--- src/common/s16b_pkg.sv ---
// System 16B main bus definitions
package s16b_pkg;

    // Mapper regions, in priority order
    typedef enum logic [2:0] {
        REG_ROM0,
        REG_ROM1,
        REG_ROM2,
        REG_RAM,
        REG_ORAM,
        REG_VRAM,
        REG_PAL,
        REG_IO
    } region_e;

    // Region size codes
    typedef enum logic [2:0] {
        SIZE_64K,
        SIZE_128K,
        SIZE_256K,
        SIZE_512K,
        SIZE_OFF    // Region disabled
    } size_e;

    // I/O groups at address bits 13:12
    typedef enum logic [1:0] {
        IO_CTRL,
        IO_INPUTS,
        IO_DIPS,
        IO_NONE
    } io_grp_e;

    localparam logic [7:0]  MAPPER_PAGE   = 8'hFF;
    localparam int          UNMAPPED_WAIT = 4;
    localparam logic [15:0] OPEN_BUS      = 16'hFFFF;

    // Default map after reset
    localparam logic [7:0] RESET_BASE [8] = '{8'h00, 8'h04, 8'h00, 8'hFE,
                                              8'h44, 8'h40, 8'h84, 8'hC4};
    localparam size_e RESET_SIZE [8] = '{SIZE_256K, SIZE_256K, SIZE_OFF, SIZE_64K,
                                         SIZE_64K, SIZE_128K, SIZE_64K, SIZE_64K};

endpackage

--- src/hdl/s16b_cab_io.sv ---
// Cabinet inputs and video control registers
`timescale 1ns/1ns

module s16b_cab_io import s16b_pkg::*; (
    input  logic        clk,
    input  logic        rst,
    input  logic        io_cs,
    input  logic        tbank_cs,
    input  logic [13:1] addr,
    input  logic [7:0]  cpu_dout,
    input  logic        ldswn,
    input  logic [7:0]  joystick1,
    input  logic [7:0]  joystick2,
    input  logic [1:0]  start_button,
    input  logic [1:0]  coin_input,
    input  logic        service,
    input  logic        dip_test,
    input  logic [7:0]  dipsw_a,
    input  logic [7:0]  dipsw_b,
    output logic [7:0]  cab_dout,
    output logic        flip,
    output logic        video_en,
    output logic [5:0]  tile_bank
);

    io_grp_e grp;

    assign grp = io_grp_e'(addr[13:12]);

    // Board wiring of the joystick lines
    function automatic logic [7:0] sort_joy(input logic [7:0] joy);
        sort_joy = {joy[1], joy[0], joy[3], joy[2], joy[7], joy[5], joy[4], joy[6]};
    endfunction

    // Cabinet read data
    always_comb begin
        cab_dout = 8'hFF;
        case (grp)
            IO_INPUTS: begin
                case (addr[2:1])
                    2'd0:    cab_dout = {2'b11, start_button, service, dip_test, coin_input};
                    2'd1:    cab_dout = sort_joy(joystick1);
                    2'd3:    cab_dout = sort_joy(joystick2);
                    default: cab_dout = 8'hFF;
                endcase
            end
            IO_DIPS:          cab_dout = addr[1] ? dipsw_a : dipsw_b;
            IO_CTRL, IO_NONE: cab_dout = 8'hFF;
            default:          cab_dout = 8'hFF;
        endcase
    end

    always_ff @(posedge clk or posedge rst) begin
        if (rst) begin
            flip     <= 1'b0;
            video_en <= 1'b1;    // Screen on out of reset
        end else if (io_cs && !ldswn && grp == IO_CTRL) begin
            flip     <= cpu_dout[6];
            video_en <= cpu_dout[5];
        end
    end

    // Tile bank, written three bits at a time
    always_ff @(posedge clk or posedge rst) begin
        if (rst) begin
            tile_bank <= 6'd0;
        end else if (tbank_cs && !ldswn) begin
            if (addr[1]) begin
                tile_bank[5:3] <= cpu_dout[2:0];
            end else begin
                tile_bank[2:0] <= cpu_dout[2:0];
            end
        end
    end

endmodule

--- src/hdl/s16b_dtack.sv ---
// Bus acknowledge generator
`timescale 1ns/1ns

module s16b_dtack import s16b_pkg::*; (
    input  logic clk,
    input  logic rst,
    input  logic asn,
    input  logic bus_cs,
    input  logic bus_busy,
    output logic dtackn
);

    typedef enum logic [1:0] {
        IDLE,
        WAIT,
        ACK
    } state_e;

    state_e     state;
    logic [2:0] cnt;    // Cycles without a chip select

    always_ff @(posedge clk or posedge rst) begin
        if (rst) begin
            state <= IDLE;
            cnt   <= 3'd0;
        end else begin
            case (state)
                IDLE: begin
                    cnt <= 3'd0;
                    if (!asn) state <= WAIT;
                end
                WAIT: begin
                    if (asn) begin
                        state <= IDLE;
                    end else if (bus_cs && !bus_busy) begin
                        state <= ACK;
                    end else if (!bus_cs) begin
                        // Nothing answers, acknowledge anyway
                        if (cnt == 3'(UNMAPPED_WAIT - 1)) state <= ACK;
                        else cnt <= cnt + 3'd1;
                    end
                end
                ACK: if (asn) state <= IDLE;
                default: state <= IDLE;
            endcase
        end
    end

    assign dtackn = (state != ACK);

    a_dtack_release: assert property (
        @(posedge clk) disable iff (rst)
        asn && $past(asn) |-> dtackn
    ) else $error("dtackn held low after address strobe release");

endmodule

--- src/hdl/s16b_main.sv ---
// System 16B main CPU bus glue
`timescale 1ns/1ns

module s16b_main (
    input  logic        clk,
    input  logic        rst,
    // CPU bus
    input  logic [23:1] addr,
    input  logic [15:0] cpu_dout,
    input  logic        rnw,
    input  logic        asn,
    input  logic        udsn,
    input  logic        ldsn,
    output logic [15:0] cpu_din,
    output logic        dtackn,
    output logic        udswn,
    output logic        ldswn,
    // ROM and RAM
    output logic        rom_cs,
    output logic [18:1] rom_addr,
    input  logic [15:0] rom_data,
    input  logic        rom_ok,
    output logic        ram_cs,
    output logic        vram_cs,
    input  logic [15:0] ram_data,
    input  logic        ram_ok,
    // Video
    output logic        char_cs,
    output logic        pal_cs,
    output logic        objram_cs,
    input  logic [15:0] char_dout,
    input  logic [15:0] pal_dout,
    input  logic [15:0] obj_dout,
    output logic        flip,
    output logic        video_en,
    output logic [5:0]  tile_bank,
    // Cabinet
    input  logic [7:0]  joystick1,
    input  logic [7:0]  joystick2,
    input  logic [1:0]  start_button,
    input  logic [1:0]  coin_input,
    input  logic        service,
    input  logic        dip_test,
    input  logic [7:0]  dipsw_a,
    input  logic [7:0]  dipsw_b
);

    logic       busn, io_cs, tbank_cs, bus_cs, bus_busy;
    logic [7:0] active, cab_dout;

    assign udswn = rnw | udsn;
    assign ldswn = rnw | ldsn;
    assign busn  = asn | (udsn & ldsn);    // Any data strobe in a bus cycle

    s16b_mapper u_mapper (.clk, .rst, .addr, .cpu_dout(cpu_dout[7:0]), .asn, .ldswn, .active);

    s16b_memmap u_memmap (
        .clk, .rst, .active, .addr(addr[18:1]), .asn, .busn, .rnw, .rom_ok, .ram_ok,
        .ram_data, .rom_data, .char_dout, .pal_dout, .obj_dout, .cab_dout,
        .rom_cs, .ram_cs, .vram_cs, .char_cs, .objram_cs, .pal_cs, .io_cs, .tbank_cs,
        .rom_addr, .cpu_din, .bus_cs, .bus_busy
    );

    s16b_cab_io u_cab_io (
        .clk, .rst, .io_cs, .tbank_cs, .addr(addr[13:1]), .cpu_dout(cpu_dout[7:0]), .ldswn,
        .joystick1, .joystick2, .start_button, .coin_input, .service, .dip_test,
        .dipsw_a, .dipsw_b, .cab_dout, .flip, .video_en, .tile_bank
    );

    s16b_dtack u_dtack (.clk, .rst, .asn, .bus_cs, .bus_busy, .dtackn);

endmodule

--- src/hdl/s16b_memmap.sv ---
// Memory map chip selects and read data
`timescale 1ns/1ns

module s16b_memmap import s16b_pkg::*; (
    input  logic        clk,
    input  logic        rst,
    input  logic [7:0]  active,
    input  logic [18:1] addr,
    input  logic        asn,
    input  logic        busn,
    input  logic        rnw,
    input  logic        rom_ok,
    input  logic        ram_ok,
    input  logic [15:0] ram_data,
    input  logic [15:0] rom_data,
    input  logic [15:0] char_dout,
    input  logic [15:0] pal_dout,
    input  logic [15:0] obj_dout,
    input  logic [7:0]  cab_dout,
    output logic        rom_cs,
    output logic        ram_cs,
    output logic        vram_cs,
    output logic        char_cs,
    output logic        objram_cs,
    output logic        pal_cs,
    output logic        io_cs,
    output logic        tbank_cs,
    output logic [18:1] rom_addr,
    output logic [15:0] cpu_din,
    output logic        bus_cs,
    output logic        bus_busy
);

    assign rom_addr = addr;    // No banking on ROM

    always_ff @(posedge clk or posedge rst) begin
        if (rst) begin
            {rom_cs, ram_cs, vram_cs, char_cs} <= 4'b0000;
            {objram_cs, pal_cs, io_cs, tbank_cs} <= 4'b0000;
        end else if (!asn) begin
            rom_cs    <= |active[REG_ROM2:REG_ROM0] && rnw;
            tbank_cs  <= active[REG_ROM2] && !rnw;
            char_cs   <= active[REG_VRAM] && addr[16];
            // busn toggles between halves of a read-modify-write
            vram_cs   <= !busn && active[REG_VRAM] && !addr[16];
            ram_cs    <= !busn && active[REG_RAM];
            objram_cs <= active[REG_ORAM];
            pal_cs    <= active[REG_PAL];
            io_cs     <= active[REG_IO];
        end else begin
            {rom_cs, ram_cs, vram_cs, char_cs} <= 4'b0000;
            {objram_cs, pal_cs, io_cs, tbank_cs} <= 4'b0000;
        end
    end

    // Read data capture
    always_ff @(posedge clk) begin
        if (ram_cs || vram_cs) cpu_din <= ram_data;
        else if (rom_cs)       cpu_din <= rom_data;
        else if (char_cs)      cpu_din <= char_dout;
        else if (pal_cs)       cpu_din <= pal_dout;
        else if (objram_cs)    cpu_din <= obj_dout;
        else if (io_cs)        cpu_din <= {8'hFF, cab_dout};
        else if (!asn)         cpu_din <= OPEN_BUS;    // Unmapped access
    end

    assign bus_cs   = rom_cs | ram_cs | vram_cs | char_cs | objram_cs | pal_cs | io_cs | tbank_cs;
    assign bus_busy = (rom_cs && !rom_ok) || ((ram_cs || vram_cs) && !ram_ok);

    a_data_sel: assert property (
        @(posedge clk) disable iff (rst)
        $onehot0({rom_cs, ram_cs, vram_cs, char_cs, objram_cs, pal_cs, io_cs})
    ) else $error("More than one data select active");

endmodule

--- src/mapper/s16b_mapper.sv ---
// Programmable region mapper
`timescale 1ns/1ns

module s16b_mapper import s16b_pkg::*; (
    input  logic        clk,
    input  logic        rst,
    input  logic [23:1] addr,
    input  logic [7:0]  cpu_dout,
    input  logic        asn,
    input  logic        ldswn,
    output logic [7:0]  active
);

    logic [7:0] reg_base [8];
    size_e      reg_size [8];
    logic [7:0] match;
    logic       map_page;
    region_e    sel;

    assign map_page = (addr[23:16] == MAPPER_PAGE);
    assign sel      = region_e'(addr[4:2]);    // Register group index

    // Address bits kept in the compare for each size
    function automatic logic [7:0] size_mask(input size_e sz);
        case (sz)
            SIZE_64K:  size_mask = 8'hFF;
            SIZE_128K: size_mask = 8'hFE;
            SIZE_256K: size_mask = 8'hFC;
            SIZE_512K: size_mask = 8'hF8;
            default:   size_mask = 8'h00;
        endcase
    endfunction

    // Register writes in the mapper page
    always_ff @(posedge clk or posedge rst) begin
        if (rst) begin
            for (int i = 0; i < 8; i++) begin
                reg_base[i] <= RESET_BASE[i];
                reg_size[i] <= RESET_SIZE[i];
            end
        end else if (!asn && !ldswn && map_page) begin
            if (addr[1]) begin
                reg_size[sel] <= size_e'(cpu_dout[2:0]);    // Unknown codes act as off
            end else begin
                reg_base[sel] <= cpu_dout;
            end
        end
    end

    // Per-region compare of the upper address byte
    always_comb begin
        for (int i = 0; i < 8; i++) begin
            match[i] = (reg_size[i] < SIZE_OFF) &&
                       (((addr[23:16] ^ reg_base[i]) & size_mask(reg_size[i])) == 8'h00);
        end
    end

    // Lowest matching region wins
    always_comb begin
        if (map_page) begin
            active = 8'h00;
        end else begin
            active = match & (~match + 8'd1);    // Isolate lowest set bit
        end
    end

    a_active_onehot: assert property (
        @(posedge clk) disable iff (rst)
        !asn && $past(!asn) |-> $onehot0(active) && $stable(active)
    ) else $error("Mapper active set not one-hot or changed mid-access");

endmodule

--- config.mk ---
export PLATFORM = sky130hd
export DESIGN_NAME = s16b_main
export DESIGN_NICKNAME = d
export VERILOG_FILES = /design/src/common/s16b_pkg.sv /design/src/hdl/s16b_cab_io.sv /design/src/hdl/s16b_dtack.sv /design/src/hdl/s16b_main.sv /design/src/hdl/s16b_memmap.sv /design/src/mapper/s16b_mapper.sv
export SDC_FILE = /design/constraint.sdc
export NUM_CORES = 1
export LEC_CHECK = 0
export ABC_CLOCK_PERIOD_IN_PS = 2940
export BUFFER_PORTS_ARGS = -buffer_cell sky130_fd_sc_hd__buf_2
export CAP_MARGIN = 30
export CORE_UTILIZATION = 30
export DETAILED_ROUTE_END_ITERATION = 16
export SLEW_MARGIN = 20
export SYNTH_ARGS = -nofsm -noshare
export SYNTH_HDL_FRONTEND = slang
export SYNTH_HIERARCHICAL = 1
export SYNTH_SLANG_ARGS = --single-unit
--- constraint.sdc ---
create_clock -name clk -period 2.94 [get_ports clk]
set_clock_uncertainty 0.05 [all_clocks]
set_input_delay 0.147 -clock clk [delete_from_list [all_inputs] [get_ports clk]]
set_output_delay 0.147 -clock clk [all_outputs]
set_load 0.1 [all_outputs]
* Yosys cells after proc, flatten, opt, wreduce, memory -nomap -nowiden
Index checks and enable logic that the tools add are counted.
** Word-level totals
- Bits in registers :: 125
** Operators by class
- Add/sub/neg operators :: 2
- Reduce and logical (&&, ||, !) cells :: 61
- Equal/unequal tests :: 43
- $lt $le $gt $ge :: 10
- Bitwise operators :: 31
- Mux-type cells :: 45
** Operators with widths (count)
- 8-bit one-hot mux with 4 select lines :: 8
- 16-bit two-way mux :: 7
- 8-bit bitwise AND :: 9
- 64-bit bitwise mux :: 1
- 8-bit zero test :: 8
- 8-bit XOR :: 8
- 3-bit by 2-bit == test with 1-bit output (second input constant) :: 17
- 8-bit one-hot mux with 3 select lines :: 2
- 24-bit bitwise mux :: 1
- 8-bit demux with 3-bit select :: 1
- 3-bit by 1-bit == test with 1-bit output (second input constant) :: 8
- 3-bit zero test :: 8
- 3-bit < comparator (second input constant) :: 8
- 8-bit two-way mux :: 3
- 1-bit logical AND :: 23
- 3-bit two-way mux :: 5
- 2-bit inequality test (second input constant) :: 7
- 2-bit two-way mux :: 6
- 1-bit bitwise OR :: 10
- 3-bit demux with 3-bit select :: 1
- 8-bit by 1-bit adder with 8-bit output (second input constant) :: 1
- 2-bit == test (second input constant) :: 4
- 8-bit == test (second input constant) :: 1
- 1-bit zero test :: 8
- 22 further kinds :: 37

* Depth between registers and ports, before layout
Gate-level depths: netlist of run 1.
- Word-level depth :: 12
- Gate-level depth with buffers :: 10
- Gate-level depth less buffers :: 8

* By module
The synthesis of run 1 kept the hierarchy.
** By module, submodules not included
- s16b_mapper :: area an instance 4389.2 µm², cells an instance 340, times used 1, sequential area each 2227.1 µm²
- s16b_memmap :: area an instance 1589.0 µm², cells an instance 174, times used 1, sequential area each 680.7 µm²
- s16b_cab_io :: area an instance 769.5 µm², cells an instance 72, times used 1, sequential area each 201.4 µm²
- s16b_dtack :: area an instance 279.0 µm², cells an instance 25, times used 1, sequential area each 125.1 µm²
- s16b_main :: area an instance 21.3 µm², cells an instance 3, times used 1, sequential area each 0.0 µm²

* Worst setup path after synthesis of run 1
No wires, ideal clock.
- Path kind :: register to register
- Start point :: register u_memmap.ram_cs
- End point :: register u_memmap.cpu_din[0] (enable)
- Arrival time :: 2012 ps
- Setup slack :: 426 ps
- Path buffers :: 1
- Cell stages (with the launch flop) :: 4
- Period minus slack after synthesis :: 2514 ps
- Setup time :: 452 ps
- Path through :: dfrtp_1 -> nor2_1 -> clkbuf_1 -> nand4_1
** On the way
- Longest elaborated chain between the ends :: 2
** Ends and longest elaborated chain
- start: declaration :: RTL line s16b_memmap.sv:21 : output logic ram_cs,
- start signal: assignment :: RTL line s16b_memmap.sv:46 : ram_cs <= !busn && active[REG_RAM];
- 1-bit logical OR :: RTL line s16b_memmap.sv:58 : if (ram_cs || vram_cs) cpu_din <= ram_data;
- 7-bit by 1-bit inequality test with 1-bit output (no line)
- end signal: assignment :: RTL line s16b_memmap.sv:58
- end signal: assignment :: RTL line s16b_memmap.sv:59 : else if (rom_cs) cpu_din <= rom_data;
- end signal: assignment :: RTL line s16b_memmap.sv:60 : else if (char_cs) cpu_din <= char_dout;
- end: declaration :: RTL line s16b_memmap.sv:29 : output logic [15:0] cpu_din,
No other way between the ends.
A chain may end at the register's enable or synchronous reset.

* Worst setup path after layout of run 1
- Start point :: register u_mapper/reg_base[22] (netlist name)
- End point :: register u_memmap.vram_cs
** On the way
- Longest elaborated chain between the ends :: 11
** Ends and longest elaborated chain
- start: declaration :: RTL line s16b_mapper.sv:14 : logic [7:0] reg_base [8];
- start signal: indexed assignment :: RTL line s16b_mapper.sv:38 : reg_base[i] <= RESET_BASE[i];
- start signal: indexed assignment :: RTL line s16b_mapper.sv:45 : reg_base[sel] <= cpu_dout;
- 8-bit XOR (*) :: RTL line s16b_mapper.sv:54 : (((addr[23:16] ^ reg_base[i]) & size_mask(reg_size[i])) == 8'h00);
- 8-bit bitwise AND (*) :: RTL line s16b_mapper.sv:54
- 8-bit zero test (*) :: RTL line s16b_mapper.sv:54
- 1-bit logical AND (*) :: RTL line s16b_mapper.sv:53 : match[i] = (reg_size[i] < SIZE_OFF) &&
- 8-bit inverter :: RTL line s16b_mapper.sv:63 : active = match & (~match + 8'd1);
- 8-bit by 1-bit adder with 8-bit output :: RTL line s16b_mapper.sv:63
- 8-bit bitwise AND (*) :: RTL line s16b_mapper.sv:63
- 8-bit two-way mux (*) :: RTL line s16b_mapper.sv:60 : if (map_page) begin
- named net active[5] :: RTL line s16b_main.sv:49 : logic [7:0] active, cab_dout;
- 1-bit logical AND (*) (2 in a row) :: RTL line s16b_memmap.sv:45 : vram_cs <= !busn && active[REG_VRAM] && !addr[16];
- 1-bit two-way mux (*) :: RTL line s16b_memmap.sv:40 : end else if (!asn) begin
- end signal: assignment :: RTL line s16b_memmap.sv:45
- end: declaration :: RTL line s16b_memmap.sv:22 : output logic vram_cs,
Mark *: on every way through the listed nets, which the timed path passes. The rest lies on a longest branch.

==> results of run 1 <==
flip-flops by register name (all words and copies together) (netlist names), 2 cells and up:
register	cells
u_dtack/state	2
u_dtack/cnt	3
u_mapper/reg_size	24
u_mapper/reg_base	64
u_cab_io/tile_bank	6
u_memmap/cpu_din	16
cells in the mapped netlist, types with 3 or more instances:
cell | number | area share (%)
and3_1 | 8 | 0.71
or3_1 | 7 | 0.62
nand2b_1 | 3 | 0.27
dfrtp_1 | 88 | 31
nand2_1 | 21 | 1.1
ha_1 | 5 | 0.89
a21oi_1 | 20 | 1.4
o21a_1 | 3 | 0.32
nand2_2 | 3 | 0.27
a221oi_1 | 8 | 0.99
inv_1 | 14 | 0.75
nor2_1 | 29 | 1.5
o21ai_0 | 22 | 1.6
edfxtp_1 | 16 | 6.8
nor4b_1 | 3 | 0.37
dfstp_2 | 21 | 7.8
clkbuf_1 | 10 | 0.53
a211oi_1 | 5 | 0.53
nor3b_1 | 6 | 0.64
mux2i_1 | 9 | 1.3
o211ai_1 | 4 | 0.43
nor2b_1 | 15 | 1.3
o22ai_1 | 8 | 0.71
a22oi_1 | 6 | 0.64
a31oi_1 | 3 | 0.27
a21oi_2 | 8 | 0.99
o221ai_1 | 8 | 0.99
buf_4 | 26 | 2.8
buf_2 | 8 | 0.57
or2_1 | 3 | 0.27
a21o_1 | 3 | 0.32
nand4_1 | 9 | 0.80
xor2_1 | 33 | 4.1
xnor2_1 | 32 | 4.0
nor3_1 | 3 | 0.21
nor4_1 | 6 | 0.53
mux2_2 | 103 | 16
worst register-to-register path, stage by stage, from the launching register on:
cell and delay [ps]:
dfstp_2 530, xnor2_1 120, nand4_1 210, nor4b_1 630, nor3b_1 350, nor4b_1 300
kinds of logic after synthesis:
kind of cell    synth area share, %
buf+inv                        5.41
compound gates                 10.1
fa+ha+maj                     0.888
simple gates                   11.7
xor+xnor                       8.08
flops                          45.9
mux                            17.9
power groups by stage:
stage                     Sequential, mW  Clock, mW  Combinational [mW]
after CTS                           1.77       2.26               0.499
after floorplan                     1.85          0               0.313
after global placement              1.80          0               0.484
final                               1.77       2.21               0.496
after detailed placement            1.81          0               0.487
after global routing                1.77       2.32               0.532
how the worst max path moves through the flow:
stage / from / endpoint / cells past startpoint / slack (ps)
global route: u_mapper/reg_base[22] / u_memmap/vram_cs / 5 / 440
CTS: u_mapper/reg_base[22] / u_memmap/vram_cs / 5 / 650
global placement: addr[16] / u_mapper/reg_base[12] / 6 / 670
floorplan: u_memmap/ram_cs / u_memmap/cpu_din[0] / 3 / 430
detailed placement: addr[13] / u_memmap/cpu_din[4] / 9 / 620
finish: u_mapper/reg_base[22] / u_memmap/vram_cs / 5 / 640
per-stage QoR:
stage	cells	power, mW
after floorplan	614	2.17
after global placement	1072	2.29
after detailed placement	1072	2.29
after CTS	1114	4.53
after global routing	1115	4.63
final	1115	4.48
area by class of cell:
cell class,count,area [um2]
Fill cell,2275,14000
Multi-Input combinational cell,425,3430
Sequential cell,125,3230
Timing Repair Buffer,206,1110
Clock buffer,22,505
Tap cell,313,392
Clock inverter,10,125
Inverter,14,53.8
what timing repair did:
item,4_1_cts,5_1_grt
buffers inserted,0,0
endpoints found under the hold margin,59,0
hold buffers,10,0
gates resized for setup,0,0
per-layer routing:
layer / vias up / wire length [um] / GRT usage (%)
met1: 2645 / 8730 / 20.1
li1: 2553 / - / -
met4: 2 / 410 / 5.65
met3: 27 / 1160 / 3.31
met5: - / 13 / 0
met2: 216 / 9840 / 29.3
==> flow_metrics.env, run 1 <==
export IMPL_drive_above_1_share_pct=47.0
export IMPL_ff2ff_setup_slack_ps=640
export IMPL_timing_rr_end="u_memmap/vram_cs"
export IMPL_synthFlopType="dfrtp_1"
export IMPL_path_clk_slew_ps=60
export IMPL_viasPerCell=4.88
export IMPL_synth_distinct_cells=65
export IMPL_post_route_min_period_ps=2300
export IMPL_grt_use_total_pct=16.6
export IMPL_r2r_start="u_mapper/reg_base[22]"
export IMPL_ys_warn_count=6
export IMPL_ys_seq_area_share_pct=45.9
export IMPL_antenna_found_initial=1
export IMPL_drv_cap=0
export IMPL_synth_area_um2=7050
export IMPL_setup_slack_ps=641
export IMPL_vias=5443
export IMPL_grt_max_degree=43
export IMPL_htreeDepth=4
export IMPL_place_ws_ps=619
export IMPL_synth_seq_cells=125
export IMPL_holdPathEnd="u_memmap/cpu_din[12]"
export IMPL_cts_buffer_depth=2
export IMPL_fin_crit_sh_pct=78.2
export IMPL_path_delay_family="simple AND/OR/NAND/NOR gates"
export IMPL_critical_path_buf_inv_count=0
export IMPL_die_height_um=155
export IMPL_syn_area_per_cell_um2=11.5
export IMPL_p_comb_share_pct=11.1
export IMPL_cts_root_buffer="clkbuf_16"
export IMPL_wl_per_cell_um=18.1
export IMPL_critPathArrivalTime_ps=2540
export IMPL_min_path_cells=3
export IMPL_hold_slack_ps=25.4
export IMPL_leakage_nw=4.20
export IMPL_internal_power_mw=3.34
export IMPL_grt_overflow=0
export IMPL_tightest_slew_ps=762
export IMPL_async_reset_ff_share_pct=87.2
export IMPL_grt_pass1_vias=5411
export IMPL_max_stage_delay_ps=630
export IMPL_rsz0062_at_grt="false"
export IMPL_finalSetupViolations=0
export IMPL_finalNetCount=959
export IMPL_worstHoldPathType="input port to flip-flop"
export IMPL_placed_area_um2=8120
export IMPL_fmax_mhz=435
export IMPL_critical_path_class="flip-flop to flip-flop"
export IMPL_hold_start="ram_data[12]"
export IMPL_cts_buffers=17
export IMPL_synth_nets=784
export IMPL_slew_headroom_pct=49.1
export IMPL_post_dp_hpwl_mm=14.8
export IMPL_clkSinkCount=125
export IMPL_drt_iter0_drc=268
export IMPL_p_per_area_nw_per_um2=506
export IMPL_crit_chain="xnor2_1 > nand4_1 > nor4b_1 > nor3b_1 > nor4b_1"
export IMPL_gp_congestion=0.842
export IMPL_r2r_cells=5
export IMPL_detail_route_antenna_nets=0
export IMPL_initial_utilization_pct=30.8
export IMPL_drt_first_pass_iters=5
export IMPL_cp_common_cell="nor4b_1"
export IMPL_grt_pass1_wl_mm=30.0
export IMPL_tns_ps=0
export IMPL_power_switching_mw=1.14
export IMPL_chipWidth_um=155
export IMPL_io_buffers=189
export IMPL_finalMaxSlewViolations=0
export IMPL_synth_edf_count=16
export IMPL_worstSetupEndpointType="flip-flop"
export IMPL_antennaDiodeCount=0
export IMPL_mostFrequentLayoutCells="buf_2, mux2_2, dfrtp_1"
export IMPL_critPathLaunchType="flip-flop"
export IMPL_crit_required_ps=3180
export IMPL_tritoncts="yes"
export IMPL_fin_util_pct=38.8
export IMPL_path_max_fanout=3
export IMPL_die_area_um2=24100
export IMPL_syn2layout_area_growth_pct=25.7
export IMPL_seqPwrFrac_pct=39.6
export IMPL_cp_slowest_cell="nor4b_1"
export IMPL_drc=0
export IMPL_status="completed"
export IMPL_rows=55
export IMPL_final_common_cell="buf_2"
export IMPL_ir_drop_mv=0.357
export IMPL_insertion_delay_ps=410
export IMPL_core_area_um2=22800
export IMPL_swShare_pct=25.5
export IMPL_finalHoldViolCount=0
export IMPL_final_cell_area_um2=8860
export IMPL_syn_inst=614
export IMPL_ios=216
export IMPL_wirelength_mm=20.2
export IMPL_p_clk_share_pct=49.3
Power figures use the tool's default switching activity.
==> run 2: changes to the inputs <==
--- a/config.mk
+++ b/config.mk
@@ -5,7 +5,7 @@
 export SDC_FILE = /design/constraint.sdc
 export NUM_CORES = 1
 export LEC_CHECK = 0
-export ABC_CLOCK_PERIOD_IN_PS = 2940
+export ABC_CLOCK_PERIOD_IN_PS = 1900
 export BUFFER_PORTS_ARGS = -buffer_cell sky130_fd_sc_hd__buf_2
 export CAP_MARGIN = 30
 export CORE_UTILIZATION = 30
==> constraint.sdc (replaced) <==
create_clock -name clk -period 1.9 [get_ports clk]
set_clock_uncertainty 0.05 [all_clocks]
set_input_delay 0.095 -clock clk [delete_from_list [all_inputs] [get_ports clk]]
set_output_delay 0.095 -clock clk [all_outputs]
set_load 0.1 [all_outputs]
==> run 2 against run 1 <==
Net effect: die area unchanged; total power grew 60%; worst hold slack worse by 17 ps; non-clock buffer count increased by 63; the flow now finishes with violations (negative setup slack); core utilization is 2.8 points higher; flip-flop and latch count unchanged; wire length increased by 5.5%; combinational power increased by 78%; cell count up 5.7%; register-to-register slack got worse by 770 ps; highest routed layer is now met4; first-iteration DRC count down 0.37%.
==> flow_metrics.env, run 2 (synthesized netlist as in run 1, its figures left out) <==
export IMPL_fin_cells=1178
export IMPL_path_max_fanout=5
export IMPL_drt_first_pass_iters=4
export IMPL_insertion_delay_ps=420
export IMPL_initial_utilization_pct=30.8
export IMPL_ios=216
export IMPL_ir_drop_mv=0.516
export IMPL_max_stage_delay_ps=390
export IMPL_dpl_cell_count=1125
export IMPL_path_delay_family="simple AND/OR/NAND/NOR gates"
export IMPL_crit_chain="xnor2_1 > o21a_1 > o211ai_1 > nand4_1 > nor3b_2 > nor4b_4"
export IMPL_tritoncts="yes"
export IMPL_antennaDiodeCount=0
export IMPL_cp_slowest_cell="dfrtp_1"
export IMPL_drc=0
export IMPL_cts_buffers=17
export IMPL_drv_cap=0
export IMPL_post_route_min_period_ps=2030
export IMPL_cts_buffer_depth=2
export IMPL_cts_root_buffer="clkbuf_16"
export IMPL_die_height_um=155
export IMPL_grt_overflow=0
export IMPL_tightest_slew_ps=581
export IMPL_rsz0062_at_grt="true"
export IMPL_crit_required_ps=2160
export IMPL_antenna_found_initial=0
export IMPL_p_per_area_nw_per_um2=754
export IMPL_detail_route_antenna_nets=0
export IMPL_final_cell_area_um2=9500
export IMPL_syn2layout_area_growth_pct=34.7
export IMPL_clkSinkCount=125
export IMPL_grt_pass1_vias=5804
export IMPL_finalHoldViolCount=0
export IMPL_final_common_cell="buf_2"
export IMPL_placed_area_um2=8580
export IMPL_gp_congestion=0.886
export IMPL_grt_max_degree=30
export IMPL_worstHoldPathType="input port to flip-flop"
export IMPL_die_area_um2=24100
export IMPL_rows=55
export IMPL_finalPower_mw=7.16
export IMPL_drive_above_1_share_pct=51.6
export IMPL_finalNetCount=1022
export IMPL_setup_slack_ps=-126
export IMPL_htreeDepth=4
export IMPL_chipWidth_um=155
export IMPL_fmax_mhz=494
export IMPL_finalSetupViolations=7
export IMPL_grt_pass1_wl_mm=31.9
export IMPL_critPathArrivalTime_ps=2290
export IMPL_grt_use_total_pct=17.6
export IMPL_leakage_nw=4.55
export IMPL_worstSetupEndpointType="flip-flop"
export IMPL_path_clk_slew_ps=60
export IMPL_regMostFlops="u_mapper/reg_base"
export IMPL_status="complete, but fails checks"
export IMPL_critical_path_buf_inv_count=0
export IMPL_vias=5718
export IMPL_drt_iter0_drc=267
export IMPL_io_buffers=189
export IMPL_post_dp_hpwl_mm=16.1
export IMPL_reg_largest_list="u_mapper/reg_base x64, u_mapper/reg_size x24, u_memmap/cpu_din x16"
export IMPL_critPathLaunchType="flip-flop"
export IMPL_viasPerCell=4.85
export IMPL_largest_reg_flops=64
export IMPL_hold_slack_ps=8.04
export IMPL_critical_path_class="flip-flop to flip-flop"
export IMPL_finalMaxSlewViolations=0
export IMPL_core_area_um2=22800
export IMPL_slew_headroom_pct=61.2
export IMPL_fin_crit_sh_pct=107
export IMPL_wl_per_cell_um=18.0
export IMPL_tns_ps=-651
export IMPL_violations="negative setup slack"
export IMPL_mostFrequentLayoutCells="buf_2, mux2_2, dfrtp_1"
export IMPL_wirelength_mm=21.3
[run 2: cell types whose count changed in the layout (fill, tap and decap cells not counted), moves of 3 or more]
cell | previous run | this run
dfrtp_2 | 0 | 5
dlygate4sd3_1 | 10 | 21
nor3b_1 | 6 | 2
buf_12 | 1 | 4
nor3b_2 | 1 | 5
dfrtp_1 | 88 | 82
buf_4 | 5 | 55
[run 2: timing repair]
item	CTS	global route
buffers inserted	0	0
cloned	0	0
resized for setup	4	5
hold buffers	21	0
hold endpoints to repair	56	0
pin swaps	6	5
setup endpoints to repair	8	8
[run 2: final timing paths]
kind | start | to | slack (ps) | cells past startpoint
setup / recovery | u_mapper/reg_base[56] | u_memmap/vram_cs | -130 | 6
hold / removal | rom_data[15] | u_memmap/cpu_din[15] | 8 | 3
setup reg to reg | u_mapper/reg_base[56] | u_memmap/vram_cs | -130 | 6
hold reg to reg | u_cab_io/tile_bank[2] | u_cab_io/tile_bank[2] | 450 | 1
max in group asynchronous | rst | u_mapper/reg_size[17] | 820 | 4
min in group asynchronous | rst | u_dtack/cnt[1] | 120 | 3
[run 2: where the power goes]
part	internal, mW	switching [mW]	leakage, nW
logic	0.341	0.545	2.66
registers	2.73	0.0121	1.57
clock network	2.32	1.20	0.319
total	5.40	1.76	4.55
[run 2: through the flow]
step	setup slack, ps	util [%]
floorplan	-208	-
global placement	-135	37.6
detailed placement	-130	37.6
CTS	-95.4	41.4
global route	-211	41.6
finish	-126	41.6
[run 2: cell type report]
| cell class | count | area (um2) |
|---|---|---|
| Clock buffer | 24 | 523 |
| Multi-Input combinational cell | 425 | 3510 |
| Tap cell | 313 | 392 |
| Timing Repair Buffer | 269 | 1650 |
| Clock inverter | 8 | 124 |
| Fill cell | 2201 | 13400 |
| Inverter | 14 | 56.3 |
| Sequential cell | 125 | 3240 |
[run 2: per-layer routing]
layer,global-route usage (%),share of wire [%],vias up
met5,0,0,-
met4,7.98,3.2,0
met3,3.23,5.2,43
met2,30.5,49,198
met1,21.3,43,2802
li1,-,-,2675
[run 2: worst register-to-register path: cells and delay by family, from the launching register on]
family / cells / cell delay, ps
compound gates: 2 / 480
simple gates: 3 / 870
flops: 1 / 390
xor+xnor: 1 / 130
==> run 3: changes to the inputs <==
--- a/config.mk
+++ b/config.mk
@@ -5,13 +5,13 @@
 export SDC_FILE = /design/constraint.sdc
 export NUM_CORES = 1
 export LEC_CHECK = 0
+export ABC_AREA = 1
 export ABC_CLOCK_PERIOD_IN_PS = 1900
-export BUFFER_PORTS_ARGS = -buffer_cell sky130_fd_sc_hd__buf_2
+export BUFFER_PORTS_ARGS = -buffer_cell sky130_fd_sc_hd__clkbuf_2
 export CAP_MARGIN = 30
 export CORE_UTILIZATION = 30
 export DETAILED_ROUTE_END_ITERATION = 16
 export SLEW_MARGIN = 20
 export SYNTH_ARGS = -nofsm -noshare
 export SYNTH_HDL_FRONTEND = slang
-export SYNTH_HIERARCHICAL = 1
 export SYNTH_SLANG_ARGS = --single-unit
==> run 3 against run 2 <==
Net effect: the flow now finishes without violations; cell count is 28% higher; worst hold slack got worse by 7.0 ps; via count increased by 21%.
==> flow_metrics.env, run 3 <==
export IMPL_insertion_delay_ps=430
export IMPL_crit_start="u_memmap.rom_cs"
export IMPL_syn_area_per_cell_um2=7.52
export IMPL_yosys_area_share_simple_pct=26.9
export IMPL_drc=0
export IMPL_crit_required_ps=1750
export IMPL_synth_fa_ha_area_share_pct=0.871
export IMPL_synth_area_um2=7180
export IMPL_rows=56
export IMPL_cts_buffers=17
export IMPL_detail_route_antenna_nets=0
export IMPL_rsz0062_at_grt="false"
export IMPL_met2_length_mm=10.8
export IMPL_critical_path_buf_inv_count=2
export IMPL_synth_distinct_cells=31
export IMPL_drt_iter0_drc=502
export IMPL_clkSinkCount=125
export IMPL_grt_pass1_wl_mm=34.0
export IMPL_cts_root_buffer="clkbuf_16"
export IMPL_finalHoldViolCount=0
export IMPL_ir_drop_mv=0.560
export IMPL_critPathArrivalTime_ps=1590
export IMPL_viasPerCell=4.61
export IMPL_path_clk_slew_ps=60
export IMPL_synthFlopType="dfrtp_1"
export IMPL_r2r_start="u_mapper.reg_base[39]"
export IMPL_synth_area_leader_cell="dfrtp_1"
export IMPL_syn_inst=955
export IMPL_maxUsedRoutingLayer="met4"
export IMPL_fmax_mhz=576
export IMPL_synth_edf_count=16
export IMPL_status="completed"
export IMPL_synth_seq_cells=125
export IMPL_drive_above_1_share_pct=25.6
export IMPL_leakage_nw=4.45
export IMPL_fin_util_pct=39.9
export IMPL_path_max_fanout=11
export IMPL_finalPower_mw=7.10
export IMPL_wl_met1_mm=10.2
export IMPL_gp_congestion=0.847
export IMPL_async_reset_ff_share_pct=87.2
export IMPL_final_cell_area_um2=9380
export IMPL_p_per_area_nw_per_um2=757
export IMPL_critical_path_class="flip-flop to output port"
export IMPL_synth_nets=1125
export IMPL_grt_use_total_pct=18.5
export IMPL_initial_utilization_pct=30.6
export IMPL_fin_crit_sh_pct=91.4
export IMPL_die_height_um=157
export IMPL_hold_start="ram_data[9]"
export IMPL_cts_buffer_depth=2
export IMPL_crit_chain="buf_4 > clkbuf_2"
export IMPL_largest_reg_flops=64
export IMPL_grt_overflow=0
export IMPL_finalSetupViolations=0
export IMPL_drt_first_pass_iters=5
export IMPL_finalNetCount=1341
export IMPL_synth_commonest_cells="nand2_1, o21ai_0, dfrtp_1"
export IMPL_tns_ps=0
export IMPL_synth_compound_area_share_pct=14.4
export IMPL_cts_setup_buffers=0
export IMPL_ys_seq_area_share_pct=45.0
export IMPL_core_area_um2=23500
export IMPL_regMostFlops="u_mapper.reg_base"
export IMPL_post_route_min_period_ps=1740
export IMPL_ys_warn_count=0
export IMPL_tightest_slew_ps=675
export IMPL_slew_headroom_pct=54.9
export IMPL_wirelength_mm=22.6
export IMPL_finalMaxSlewViolations=0
export IMPL_vias=6929
export IMPL_htreeDepth=4
export IMPL_synth_top_family_by_area="simple AND/OR/NAND/NOR gates"
export IMPL_drv_cap=0
export IMPL_synth_top_area_share_pct=30.7
export IMPL_grt_max_degree=47
export IMPL_max_stage_delay_ps=490
export IMPL_syn2layout_area_growth_pct=30.6
export IMPL_ff2ff_setup_slack_ps=260
export IMPL_chipWidth_um=157
export IMPL_wl_met3_mm=1.13
export IMPL_mostFrequentLayoutCells="nand2_1, clkbuf_2, o21ai_0"
export IMPL_tritoncts="yes"
export IMPL_yosysMostFrequentCell="nand2_1"
export IMPL_reg_largest_list="u_mapper.reg_base x64, u_mapper.reg_size x24, u_memmap.cpu_din x16"
export IMPL_die_area_um2=24600
export IMPL_grt_pass1_vias=6360
export IMPL_synthMuxAreaShare_pct=0
export IMPL_placed_area_um2=8540
export IMPL_synthTopCellsByArea="dfrtp_1, nand2_1, o21ai_0, dfstp_2, edfxtp_1"
export IMPL_antenna_found_initial=1
export IMPL_worstHoldPathType="input port to flip-flop"
export IMPL_critPathLaunchType="flip-flop"
export IMPL_ios=216
export IMPL_post_dp_hpwl_mm=17.3
export IMPL_synth_xor_area_share_pct=3.17
export IMPL_final_common_cell="nand2_1"
export IMPL_io_buffers=189
export IMPL_cp_slowest_cell="dfrtp_2"
export IMPL_worstSetupEndpointType="output port"
export IMPL_path_delay_family="buffers and inverters"
export IMPL_wl_per_cell_um=15.0
[run 3: cell types whose count changed after synthesis, moves of 10 or more]
cell / change
a21oi_1: -10
buf_6: +10
clkbuf_1: +10
inv_1: +68
mux2_2: -103
nand2_1: +291
nand3_1: +55
nor2_1: +48
nor2b_1: -15
nor3_1: +14
o211ai_1: +11
o21ai_0: +112
xnor2_1: -17
xor2_1: -22
[run 3: logic make-up after synthesis]
kind of cell    after synthesis
buf+inv                     139
fa+ha+maj                     5
flops                       125
xor+xnor                     26
compound gates              186
simple gates                474
[run 3: worst paths after layout]
| path | end | cells past startpoint |
|---|---|---|
| max | rom_cs | 2 |
| min | u_memmap.cpu_din[9] | 3 |
| max reg2reg | u_memmap.pal_cs | 9 |
| min reg2reg | u_mapper.reg_base[14] | 2 |
| max in group asynchronous | u_mapper.reg_base[35] | 4 |
| min in group asynchronous | u_mapper.reg_size[12] | 3 |
[run 3: cell type report]
cell class                 count  area, um2
clock inverter                14        161
sequential                   125       3240
timing repair buffer         251       1510
inverter                      85        345
fill                        2455      14100
tap                          319        399
antenna                        1       2.50
clock buffer                  18        439
multi-input combinational    691       3280
[run 3: repair_timing]
action / CTS / global route
hold buffers: 23 / 0
gates resized for setup: 0 / 0
endpoints found under the hold margin: 38 / 0
[run 3: tightest hold or removal path, stage by stage]
cell and delay, ps:
clkbuf_2 80, nor2_1 40, a31oi_1 140
[run 3: routing by layer]
| metal | vias to the layer above | global-route usage, % |
|---|---|---|
| met5 | - | 0 |
| met4 | 0 | 5.88 |
| met3 | 36 | 4.02 |
| met2 | 225 | 32.0 |
| met1 | 3140 | 22.8 |
| li1 | 3528 | - |
[run 3: power by group]
part / leakage (nW) / internal [mW] / total (mW) / switching, mW
clock network: 0.284 / 1.99 / 3.30 / 1.31
logic: 2.60 / 0.331 / 1.00 / 0.670
registers: 1.56 / 2.77 / 2.80 / 0.0325
[run 3: per-stage QoR]
stage / instances / hold WS (ps) / setup slack, ps
after floorplan: 955 / 169 / -119
after global placement: 1448 / 99.8 / 235
after detailed placement: 1448 / 97.8 / 222
after CTS: 1503 / 4.89 / 117
after global routing: 1504 / 6.39 / 81.8
final: 1504 / 1.01 / 163
